==> src/ccl_pkg.sv <==
// connected-component labeler shared types, status fields and response codes
`default_nettype none

package ccl_pkg;

    // label width sets the table size, label 0 is background
    localparam int LABEL_BITS = 6;
    localparam int MAX_LABELS = 1 << LABEL_BITS;

    typedef logic [LABEL_BITS-1:0] label_t;
    typedef logic [7:0] coord_t;

    typedef struct packed {
        coord_t xmin;
        coord_t xmax;
        coord_t ymin;
        coord_t ymax;
    } box_t;

    // one read word, area or box depending on address bit 2
    typedef union packed {
        logic [31:0] area;
        box_t        box;
    } region_word_u;

    // status word fields
    localparam int STATUS_READY_BIT = 0;
    localparam int STATUS_OVF_BIT   = 1;
    localparam int STATUS_COUNT_LSB = 8;

    localparam logic [1:0] RESP_OKAY   = 2'b00;
    localparam logic [1:0] RESP_SLVERR = 2'b10;

endpackage

`default_nettype wire

==> src/ccl_if.sv <==
// pixel-update and merge buses between the labeler stages
`timescale 1ns/1ps
`default_nettype none


interface merge_if;
    import ccl_pkg::*;

    // src folds into dst, no ready since the sink takes one per cycle
    logic   fold_valid;
    label_t fold_src;
    label_t fold_dst;
    logic   resolve_done;

    modport source (output fold_valid, fold_src, fold_dst, resolve_done);
    modport sink (input fold_valid, fold_src, fold_dst, resolve_done);
endinterface

`default_nettype wire

==> src/ccl_union_execute.sv <==
// union queue and parent table, find/link engine and end-of-frame resolve sweep
`timescale 1ns/1ps
`default_nettype none

module ccl_union_execute #(
    parameter int UNION_DEPTH = 16
) (
    input  logic            clk,
    input  logic            rst_fifo,
    input  logic            union_valid_i,
    input  ccl_pkg::label_t union_a_i,
    input  ccl_pkg::label_t union_b_i,
    input  ccl_pkg::label_t label_count_i,
    input  logic            frame_end_i,
    merge_if.source         mrg,
    output logic            union_ovf_o
);
    import ccl_pkg::*;

    localparam int PTR_W = (UNION_DEPTH > 1) ? $clog2(UNION_DEPTH) : 1;
    localparam int CNT_W = $clog2(UNION_DEPTH + 1);
    localparam label_t LAST_LABEL = label_t'(MAX_LABELS - 1);

    typedef enum logic [2:0] {
        S_CLEAR, S_IDLE, S_FIND_A, S_FIND_B, S_SWEEP, S_DONE
    } state_t;

    state_t           state_q;
    label_t           parent [MAX_LABELS];
    label_t           q_a [UNION_DEPTH];
    label_t           q_b [UNION_DEPTH];
    logic [PTR_W-1:0] wr_ptr_q;
    logic [PTR_W-1:0] rd_ptr_q;
    logic [CNT_W-1:0] q_cnt_q;
    label_t           walk_q;
    label_t           root_a_q;
    label_t           req_b_q;
    label_t           sweep_q;
    label_t           clr_q;
    logic             end_pend_q;

    logic   q_full;
    logic   push;
    logic   pop;
    logic   at_root;
    logic   link_we;
    label_t link_child;
    label_t link_par;

    function automatic logic [PTR_W-1:0] ptr_next(input logic [PTR_W-1:0] p);
        return (p == PTR_W'(UNION_DEPTH - 1)) ? '0 : p + PTR_W'(1);
    endfunction

    assign q_full  = (q_cnt_q == CNT_W'(UNION_DEPTH));
    assign push    = union_valid_i && !q_full;
    assign pop     = (state_q == S_IDLE) && (q_cnt_q != '0);
    assign at_root = (parent[walk_q] == walk_q);

    // larger root goes under the smaller, so a root is its set's minimum
    assign link_we    = (state_q == S_FIND_B) && at_root && (walk_q != root_a_q);
    assign link_child = (walk_q > root_a_q) ? walk_q : root_a_q;
    assign link_par   = (walk_q > root_a_q) ? root_a_q : walk_q;

    always_ff @(posedge clk) begin
        if (push) begin
            q_a[wr_ptr_q] <= union_a_i;
            q_b[wr_ptr_q] <= union_b_i;
        end
        if (state_q == S_CLEAR) begin
            parent[clr_q] <= clr_q;
        end else if (link_we) begin
            parent[link_child] <= link_par;
        end
    end

    always_ff @(posedge clk) begin
        if (rst_fifo) begin
            state_q          <= S_CLEAR;
            clr_q            <= '0;
            wr_ptr_q         <= '0;
            rd_ptr_q         <= '0;
            q_cnt_q          <= '0;
            walk_q           <= '0;
            root_a_q         <= '0;
            req_b_q          <= '0;
            sweep_q          <= '0;
            end_pend_q       <= 1'b0;
            union_ovf_o      <= 1'b0;
            mrg.fold_valid   <= 1'b0;
            mrg.fold_src     <= '0;
            mrg.fold_dst     <= '0;
            mrg.resolve_done <= 1'b0;
        end else begin
            union_ovf_o      <= union_valid_i && q_full;
            mrg.fold_valid   <= 1'b0;
            mrg.resolve_done <= 1'b0;
            if (push) begin
                wr_ptr_q <= ptr_next(wr_ptr_q);
            end
            if (pop) begin
                rd_ptr_q <= ptr_next(rd_ptr_q);
            end
            if (push && !pop) begin
                q_cnt_q <= q_cnt_q + CNT_W'(1);
            end else if (pop && !push) begin
                q_cnt_q <= q_cnt_q - CNT_W'(1);
            end
            if (frame_end_i) begin
                end_pend_q <= 1'b1;
            end
            case (state_q)
                S_CLEAR: begin
                    // identity table, one entry per cycle
                    clr_q <= clr_q + label_t'(1);
                    if (clr_q == LAST_LABEL) begin
                        state_q <= S_IDLE;
                    end
                end
                S_IDLE: begin
                    if (pop) begin
                        walk_q  <= q_a[rd_ptr_q];
                        req_b_q <= q_b[rd_ptr_q];
                        state_q <= S_FIND_A;
                    end else if (end_pend_q) begin
                        end_pend_q <= 1'b0;
                        sweep_q    <= label_t'(1);
                        walk_q     <= label_t'(1);
                        state_q    <= (label_count_i == '0) ? S_DONE : S_SWEEP;
                    end
                end
                S_FIND_A: begin
                    if (at_root) begin
                        root_a_q <= walk_q;
                        walk_q   <= req_b_q;
                        state_q  <= S_FIND_B;
                    end else begin
                        walk_q <= parent[walk_q];
                    end
                end
                S_FIND_B: begin
                    if (at_root) begin
                        state_q <= S_IDLE;
                    end else begin
                        walk_q <= parent[walk_q];
                    end
                end
                S_SWEEP: begin
                    if (at_root) begin
                        mrg.fold_valid <= (walk_q != sweep_q);
                        mrg.fold_src   <= sweep_q;
                        mrg.fold_dst   <= walk_q;
                        if (sweep_q == label_count_i) begin
                            state_q <= S_DONE;
                        end else begin
                            sweep_q <= sweep_q + label_t'(1);
                            walk_q  <= sweep_q + label_t'(1);
                        end
                    end else begin
                        walk_q <= parent[walk_q];
                    end
                end
                S_DONE: begin
                    // table is rebuilt ahead of the next frame
                    mrg.resolve_done <= 1'b1;
                    clr_q            <= '0;
                    state_q          <= S_CLEAR;
                end
                default: state_q <= S_IDLE;
            endcase
        end
    end

    // every entry met on a find or sweep walk points at a smaller or equal label
    a_parent_smaller: assert property (@(posedge clk) disable iff (rst_fifo)
        (state_q != S_CLEAR) |-> (parent[walk_q] <= walk_q));

endmodule

`default_nettype wire
==> src/flat_wrapper.sv <==
// flat-port wrapper written by rule: the top's interface ports become plain ports
module ccl_union_execute_flat import ccl_pkg::*;
#(
    parameter int UNION_DEPTH = 16
)
  (clk, rst_fifo, union_valid_i, union_a_i, union_b_i, label_count_i, frame_end_i, union_ovf_o, mrg_fold_valid, mrg_fold_src, mrg_fold_dst, mrg_resolve_done);
  merge_if mrg_i ();
  input  logic clk;
  input  logic rst_fifo;
  input  logic union_valid_i;
  input  ccl_pkg::label_t union_a_i;
  input  ccl_pkg::label_t union_b_i;
  input  ccl_pkg::label_t label_count_i;
  input  logic frame_end_i;
  output logic union_ovf_o;
  output wire logic [$bits(mrg_i.fold_valid)-1:0] mrg_fold_valid;
  output wire logic [$bits(mrg_i.fold_src)-1:0] mrg_fold_src;
  output wire logic [$bits(mrg_i.fold_dst)-1:0] mrg_fold_dst;
  output wire logic [$bits(mrg_i.resolve_done)-1:0] mrg_resolve_done;
  assign mrg_fold_valid = mrg_i.fold_valid;
  assign mrg_fold_src = mrg_i.fold_src;
  assign mrg_fold_dst = mrg_i.fold_dst;
  assign mrg_resolve_done = mrg_i.resolve_done;
  ccl_union_execute #(.UNION_DEPTH(UNION_DEPTH)) u_core (.clk(clk), .rst_fifo(rst_fifo), .union_valid_i(union_valid_i), .union_a_i(union_a_i), .union_b_i(union_b_i), .label_count_i(label_count_i), .frame_end_i(frame_end_i), .mrg(mrg_i), .union_ovf_o(union_ovf_o));
endmodule
==> config.mk <==
export PLATFORM = sky130hd
export DESIGN_NAME = ccl_union_execute_flat
export DESIGN_NICKNAME = d
export VERILOG_FILES = /design/src/ccl_pkg.sv /design/src/ccl_if.sv /design/src/ccl_union_execute.sv /design/src/flat_wrapper.sv
export SDC_FILE = /design/constraint.sdc
export NUM_CORES = 1
export LEC_CHECK = 0
export BUFFER_PORTS_ARGS = -buffer_cell sky130_fd_sc_hd__buf_4
export CAP_MARGIN = 30
export CORE_ASPECT_RATIO = 1.25
export CORE_MARGIN = 10
export CORE_UTILIZATION = 44
export DETAILED_ROUTE_END_ITERATION = 6
export PLACE_DENSITY = 0.58
export SLEW_MARGIN = 20
export SYNTH_ARGS = -nofsm -noshare
export SYNTH_HDL_FRONTEND = slang
export SYNTH_SLANG_ARGS = --single-unit
==> constraint.sdc <==
create_clock -name clk -period 5.05 [get_ports clk]
set_input_delay 0.7575 -clock clk [delete_from_list [all_inputs] [get_ports clk]]
set_output_delay 0.7575 -clock clk [all_outputs]
set_load 0.02 [all_outputs]
[Word level (Yosys, flattened, before mapping)]
Memories as Yosys holds them, arrays and structs flattened. A register that Yosys moved wholly into a read port is not among the register bits.
Index checks and enable logic that the tools add are counted.
Cells by class
  add/subtract/negate cells: 6
  magnitude comparators: 1
  eq/ne operators: 24
  mux-type cells: 45
  bitwise gates (word level): 2
  reduce and logical (&&, ||, !) cells: 25
Operator list (number)
  $mux W6: 14
  $pmux W6 S2: 2
  $pmux W6 S4: 1
  $mux W3: 7
  $pmux W3 S6: 1
  $mux W4: 4
  $mux W1: 14
  $add A6 B1 Y6 const B: 2
  $eq A6 B6 Y1: 2
  $ne A6 B6 Y1: 2
  $mux W5: 2
  $ne A2 B1 Y1 const B: 5
  $add A4 B1 Y4 const B: 2
  $eq A4 B4 Y1 const B: 2
  $ne A2 B2 Y1 const B: 4
  $logic_and A1 B1 Y1: 7
  $eq A3 B2 Y1 const B: 2
  $eq A3 B3 Y1 const B: 2
  $eq A6 B6 Y1 const B: 1
  $gt A6 B6 Y1: 1
  $logic_not A6 Y1: 1
  $reduce_and A2 Y1: 3
  $reduce_and A6 Y1: 1
  $reduce_bool A2 Y1: 3
  other kinds (15): 18
Word-level totals
  register bits after elaboration: 56
  memory bits (writable): 576
  input bits: 22
  output and inout port bits: 15
  word-level logic and storage cells: 120
  memories: 3
Memories
  u_core.parent: words 64, width 6, rd ports 1, clocked after memory_dff 1, wr ports 1, line ccl_union_execute.sv:29  | label_t parent [MAX_LABELS];
  u_core.q_a: words 16, width 6, rd ports 1, clocked after memory_dff 1, wr ports 1, line ccl_union_execute.sv:30  | label_t q_a [UNION_DEPTH];
  u_core.q_b: words 16, width 6, rd ports 1, clocked after memory_dff 1, wr ports 1, line ccl_union_execute.sv:31  | label_t q_b [UNION_DEPTH];

[Logic depth before layout (Yosys ltp)]
Gate-level depths: netlist (run 1).
  word-level depth: 8
  depth in mapped cells: 17
  mapped depth without buffers: 13

[Worst setup path after synthesis (run 1)]
Ideal clock, no wire load.
  path kind: register to register
  start: register (tool-made name)
  end: memory u_core.parent[0][3] (netlist bit) (data pin)
  library setup time: 0.549 ns
  arrival time: 4.611 ns
  required time: 4.501 ns
  slack: -0.110 ns
  stages on the path, launching flop included: 15
  path buffers: 4
  period minus slack after synthesis: 5.160 ns
  cells stage by stage: dfxtp_1 -> buf_6 -> buf_8 -> buf_6 -> mux4_2 -> a22oi_1 -> nand2_1 -> a311oi_2 -> o22ai_2 -> xnor2_2 -> nand4_4 -> nor2_2 -> buf_2 -> nor2_1 -> a21oi_1
RTL lines (line)
  end: declaration: ccl_union_execute.sv:29

==> impl_results.md, run 1 <==
- Worst skew pair latency: 600 ps
- Simple-gate portion of the synthesized area: 0.06281
- Share of layout cells above drive strength 1: 0.2330
- GRT Overall Usage: 0.1815
- DR vias/cell: 5.691
- Post-Syn Nets: 1597
- Rows: 101
- Number of global-route vias before repair: 14930
- Area growth syn-to-layout: 14.17%
- Setup TNS: 0 ps
- Most frequent cells in the layout: 576 x edfxtp_1, 140 x nor2_1, 119 x mux4_2, 118 x buf_4, 88 x nand2_1
- Met2 Use GR: 0.3341
- Yosys warnings: 0
- Placed cell count: 2365
- GRT Residual Overflow: 0
- Ports: 37
- Root Buffer: clkbuf_16
- Peak Freq: 211.5 MHz
- Clk slew on worst S/H paths: 60 ps
- Post-synth EDFFs: 576
- Met3 usage: 0.02370
- Sequential area share after synthesis: 0.6988
- Post-Syn Area: 0.02681 mm^2
- Final Non-Filler Cells: 2489
- Core area: 0.06053 mm^2
- Critical path required time: 5280 ps
- H-tree depth: 3
- Drt first pass iters: 5
- CP Launch Type: register
- Avg Cell Area, Syn: 17.22 um^2
- Crit path DAT: 4960 ps
- Cts-stage hold buffer count: 0
- Final wirelength: 63.37 mm
- Worst hold path cell count: 2
- Rel. slew slack: 0.3953
- Total CTS buffers: 68
- Grt met1 use: 0.2147
- First-pass GRT wire length: 95.43 mm
- Mux contribution to synthesized area: 0.1475
- Pwr dens: 481.1 mW/mm^2
- Placement-stage cell area: 0.02838 mm^2
- DRC Markers: 0
- TritonCTS clock tree: built
- Global routing's busiest layer: met2
- CP Class: register to register
- CTS Buffer Depth: 3
- Finish-stage setup viols: 0
- DIE HEIGHT: 296.0 um
- FFs w/ async S/R, synth: 0
- Slew @ Worst Pin: 903.7 ps
- Most used flip-flop cell after synthesis: edfxtp_1
- Post-synthesis register bit count: 648
- Leakage: 9.880 nW
- Largest net degree at the start of global routing: 65
- Min-delay src: union_valid_i
- Most common cell after layout, fill and taps aside: edfxtp_1
- Min-Delay Path Class: input port to register
- RSZ-0062 raised after global routing: false
- Max_cap viols: 0
- Yosys top cell by area: edfxtp_1
- Max-slew violations: 0
- Top cell type's share of synthesized area: 0.6451
- Worst R2R Path Depth: 10
- Starting Density: 0.4430
- Adder-Cell Fraction of Synth Area: 0.008679
- CP max FO: 25
- Post-synthesis cell type count: 80
- Wire per inst: 25.46 um
- Iteration-0 DRC Markers: 1212
- Xor/xnor share of the synthesized area: 0.009053
- Status: finished, final reports clean
- Final instance area: 0.03061 mm^2
- Ant diodes: 0
- Postcts setup bufs: 0
- Nets@finish: 1704
- Area contributors post-synth: edfxtp_1 65%, mux4_2 10%, dfxtp_1 5.4%
- Antenna Nets Post-Route: 0
- Synthesized instance count: 1557
- Pwr Total: 14.73 mW
- Max VDD drop: 355.3 uV
- Die area: 0.07127 mm^2
- I/O Buffers: 36
- Post-cts sizing count: 0
- Tcrit/Tclk final: 0.9364
- Detailed placer's ending HPWL: 42.05 mm
- Clk_skew: 13.68 ps
- Post-layout min period: 4729 ps
- Initial antenna violation count: 0
- Via Count: 14170
- Largest family of logic cells by synthesized area: multiplexers
- Synth Area in Compound Gates: 0.04848
- Final-report hold violation count: 0
- CTS sink count: 648
- Crit. End Element: register
- Die X: 240.8 um
- Routability cong.: 0.8335
==> final timing paths <==
path	endpoint	slack, ps
hold / removal	u_core.union_ovf_o	430
hold reg to reg	u_core.req_b_q[4]	460
setup reg to reg	u_core.parent[0][3]	320
setup / recovery	u_core.parent[0][3]	320
==> metal layers <==
layer / part of all wire / up-vias
li1: - / 6381
met1: 0.39 / 7382
met2: 0.54 / 314
met3: 0.037 / 89
met4: 0.025 / 0
met5: 0 / -
==> synthesized netlist by cell type, drive strengths merged, types with 3 or more instances <==
cell	instances
a211oi	12
a21o	5
a21oi	78
a221oi	6
a22o	9
a22oi	7
a311oi	4
a31oi	15
and2	5
and2b	3
and3	3
buf	49
clkbuf	41
dfxtp	72
edfxtp	576
ha	17
inv	23
mux2	8
mux2i	58
mux4	142
nand2	89
nand2b	12
nand3	25
nand4	6
nor2	142
nor2b	12
nor3	29
nor3b	5
nor4	7
o211ai	5
o21ai	23
o22ai	5
o2bb2ai	4
or3	5
xnor2	11
xor2	15
==> area by class of cell <==
type	count	area, um^2
Multi-Input combinational cell	795	7505
Fill cell	4945	29920
Clock buffer	89	1844
Tap cell	772	965.9
Inverter	23	86.33
Clock inverter	34	357.8
Timing Repair Buffer	128	1101
Sequential cell	648	18750
==> power by group <==
| part | internal, mW | leakage [nW] | total [mW] | switching [mW] |
|---|---|---|---|---|
| Sequential | 6.18 | 5.87 | 6.44 | 0.259 |
| Clock | 2.94 | 1.05 | 4.98 | 2.04 |
| Combinational | 1.38 | 2.96 | 3.30 | 1.92 |
==> registers in the layout (all words and copies together), names as in the netlist, 3 cells and up, named ones only <==
register	cells
u_core.req_b_q	6
u_core.q_b	96
u_core.wr_ptr_q	4
u_core.root_a_q	6
u_core.parent	384
u_core.state_q	3
u_core.mrg.fold_dst	6
u_core.clr_q	6
u_core.q_cnt_q	5
u_core.sweep_q	6
u_core.walk_q	6
u_core.mrg.fold_src	6
u_core.q_a	96
u_core.rd_ptr_q	4
==> worst max-delay path, cell delays in order (launching register included) <==
cell and delay (ps):
dfxtp_4 670, mux4_1 630, mux2_2 300, nor3_1 380
a2111o_1 210, a21oi_1 70, and4b_4 370, nand4_4 250
nor3_1 540, a21oi_2 350, nor2_1 550
==> kinds of logic after synthesis <==
| kind of cell | count (synthesis) |
|---|---|
| flip-flops | 648 |
| AND/OR/NAND/NOR | 354 |
| multiplexers | 208 |
| AO/OA/AOI/OAI | 189 |
| buffers and inverters | 114 |
| XOR/XNOR | 26 |
| adder cells (fa/ha/maj) | 18 |
==> metrics by stage <==
stage                 util  hold slack [ps]  setup slack (ps)
floorplan                -            436.5            -110.1
global placement    0.4684            443.5             504.3
detailed placement  0.4689            449.0             381.4
CTS                 0.5053            406.3             347.7
global route        0.5057            427.2             58.27
finish              0.5057            434.5             320.9
No activity file was read; power rests on OpenSTA's default activity.
==> run 2, diff against run 1 <==
RECOVER_POWER = 100   (was unset)
==> impl_results.md, run 2 (synthesis gave the netlist of run 1 again) <==
- Status: finished, final reports clean
- Drt first pass iters: 5
- Largest registers: u_core.parent (384), u_core.q_a (96), u_core.q_b (96)
- Final wirelength: 63.43 mm
- DIE HEIGHT: 296.0 um
- Iteration-0 DRC Markers: 1280
- Rel. slew slack: 0.3202
- Worst skew pair latency: 600 ps
- Largest net degree at the start of global routing: 65
- First-pass GRT wire length: 95.43 mm
- Ant diodes: 0
- TritonCTS clock tree: built
- Max VDD drop: 354.1 uV
- Finish-stage setup viols: 0
- Met3 usage: 0.02370
- Root Buffer: clkbuf_16
- Reg2Reg Setup Slack: 210 ps
- Post-layout min period: 4841 ps
- Die area: 0.07127 mm^2
- Crit path DAT: 5140 ps
- Wire per inst: 25.48 um
- Die X: 240.8 um
- Grt met1 use: 0.2147
- Pwr Total: 14.64 mW
- Crit. End Element: register
- Initial antenna violation count: 0
- GRT Overall Usage: 0.1815
- Setup TNS: 0 ps
- Final-report hold violation count: 0
- Fillcell total: 5010
- Final Non-Filler Cells: 2489
- Peak Freq: 206.6 MHz
- Via Count: 14170
- Leakage: 9.558 nW
- CP Launch Type: register
- Total CTS buffers: 68
- Clk slew on worst S/H paths: 60 ps
- GRT Residual Overflow: 0
- Setup Slack @ Placement: 381.4 ps
- Max_cap viols: 0
- DR vias/cell: 5.695
- Global routing's busiest layer: met2
- CTS Buffer Depth: 3
- I/O Buffers: 36
- Most frequent cells in the layout: 576 x edfxtp_1, 141 x nor2_1, 119 x mux4_2, 88 x nand2_1, 85 x clkbuf_1
- Ports: 37
- Starting Density: 0.4430
- Worst R2R Path Depth: 12
- Postcts setup bufs: 0
- CP Capture Point: u_core.parent[23][5]
- CTS sink count: 648
- Max-slew violations: 0
- Antenna Nets Post-Route: 0
- Final instance area: 0.03022 mm^2
- Tcrit/Tclk final: 0.9587
- RSZ-0062 raised after global routing: false
- Most common cell after layout, fill and taps aside: edfxtp_1
- Nets@finish: 1704
- Pwr dens: 484.4 mW/mm^2
- Placement-stage cell area: 0.02838 mm^2
- Min-Delay Path Class: input port to register
- Post-cts sizing count: 0
- R2R Path End: u_core.parent[23][5]
- Setup ws final: 208.6 ps
- H-tree depth: 3
- Number of global-route vias before repair: 14930
- Largest register FFs: 384
- Core area: 0.06053 mm^2
- CP Class: register to register
- CP max FO: 25
- Placed cell count: 2365
- Cts-stage hold buffer count: 0
- Area growth syn-to-layout: 12.70%
- Routability cong.: 0.8335
- Clk_skew: 13.94 ps
- DRC Markers: 0
- Largest Register: u_core.parent
- Share of layout cells above drive strength 1: 0.1858
- Slew @ Worst Pin: 1020 ps
- Rows: 101
- Critical path required time: 5340 ps
- Met2 Use GR: 0.3341
- Detailed placer's ending HPWL: 42.05 mm
[run 2: changes by cell type in the layout (fill, tap and decap cells not counted), moves of 2 or more]
| cell | before | now |
|---|---|---|
| clkbuf_1 | 18 | 85 |
| and2_0 | 0 | 2 |
| clkbuf_2 | 0 | 14 |
| buf_4 | 118 | 37 |
| and2_1 | 5 | 3 |
| a21oi_1 | 69 | 71 |
| nor3_2 | 5 | 0 |
| buf_12 | 8 | 5 |
| a221oi_1 | 1 | 6 |
| buf_6 | 0 | 2 |
| a221oi_2 | 5 | 0 |
| nor3_1 | 24 | 29 |
[run 2: how the worst min path moves through the flow]
stage | start | slack, ps | depth (start not counted) | to
5_1_grt | frame_end_i | 430 | 3 | u_core.end_pend_q
4_1_cts | union_valid_i | 410 | 2 | u_core.union_ovf_o
3_5_place_dp | u_core.req_b_q[4] | 450 | 2 | u_core.req_b_q[4]
3_3_place_gp | u_core.req_b_q[4] | 440 | 2 | u_core.req_b_q[4]
2_1_floorplan | u_core.req_b_q[0] | 440 | 2 | u_core.req_b_q[0]
6_report | frame_end_i | 430 | 3 | u_core.end_pend_q
[run 2: layer usage]
layer | wire, um | up-vias
met2 | 34580 | 337
met5 | 0 | -
met4 | 1528 | 0
met1 | 24890 | 7372
met3 | 2432 | 83
li1 | - | 6382
[run 2: area by class of cell]
type                    instances  area [um^2]  share of cell area
flip-flops and latches        648        18750              0.6205
multi-input cells             795         7428              0.2458
clock buffers                  89         1844             0.06103
well taps                     772        965.9             0.03196
repair buffers                128        784.5             0.02596
clock inverters                34        357.8             0.01184
inverters                      23        86.33            0.002857
[run 2: where the power goes]
group	total, mW	switching, mW	internal (mW)
registers	6.45	0.260	6.19
clock network	4.98	2.04	2.94
logic	3.21	1.89	1.32
total	14.6	4.19	10.4
[run 2: through the flow]
stage | hold WS [ps] | util
6_report | 434.4 | 0.4992
5_1_grt | 427.2 | 0.4992
4_1_cts | 406.3 | 0.5053
3_5_place_dp | 449.0 | 0.4689
3_3_place_gp | 443.5 | 0.4684
2_1_floorplan | 436.5 | -
[run 2: critical path, stage by stage, from the launching register on]
cell and delay (ps):
dfxtp_4 680, mux4_1 640, mux2_2 300, nor3_1 380, a2111o_1 210, a21oi_1 70, and4b_4 360, nand4_4 250
nor2_1 550, a31oi_1 150, clkbuf_2 340, nor2_1 330, clkbuf_2 260
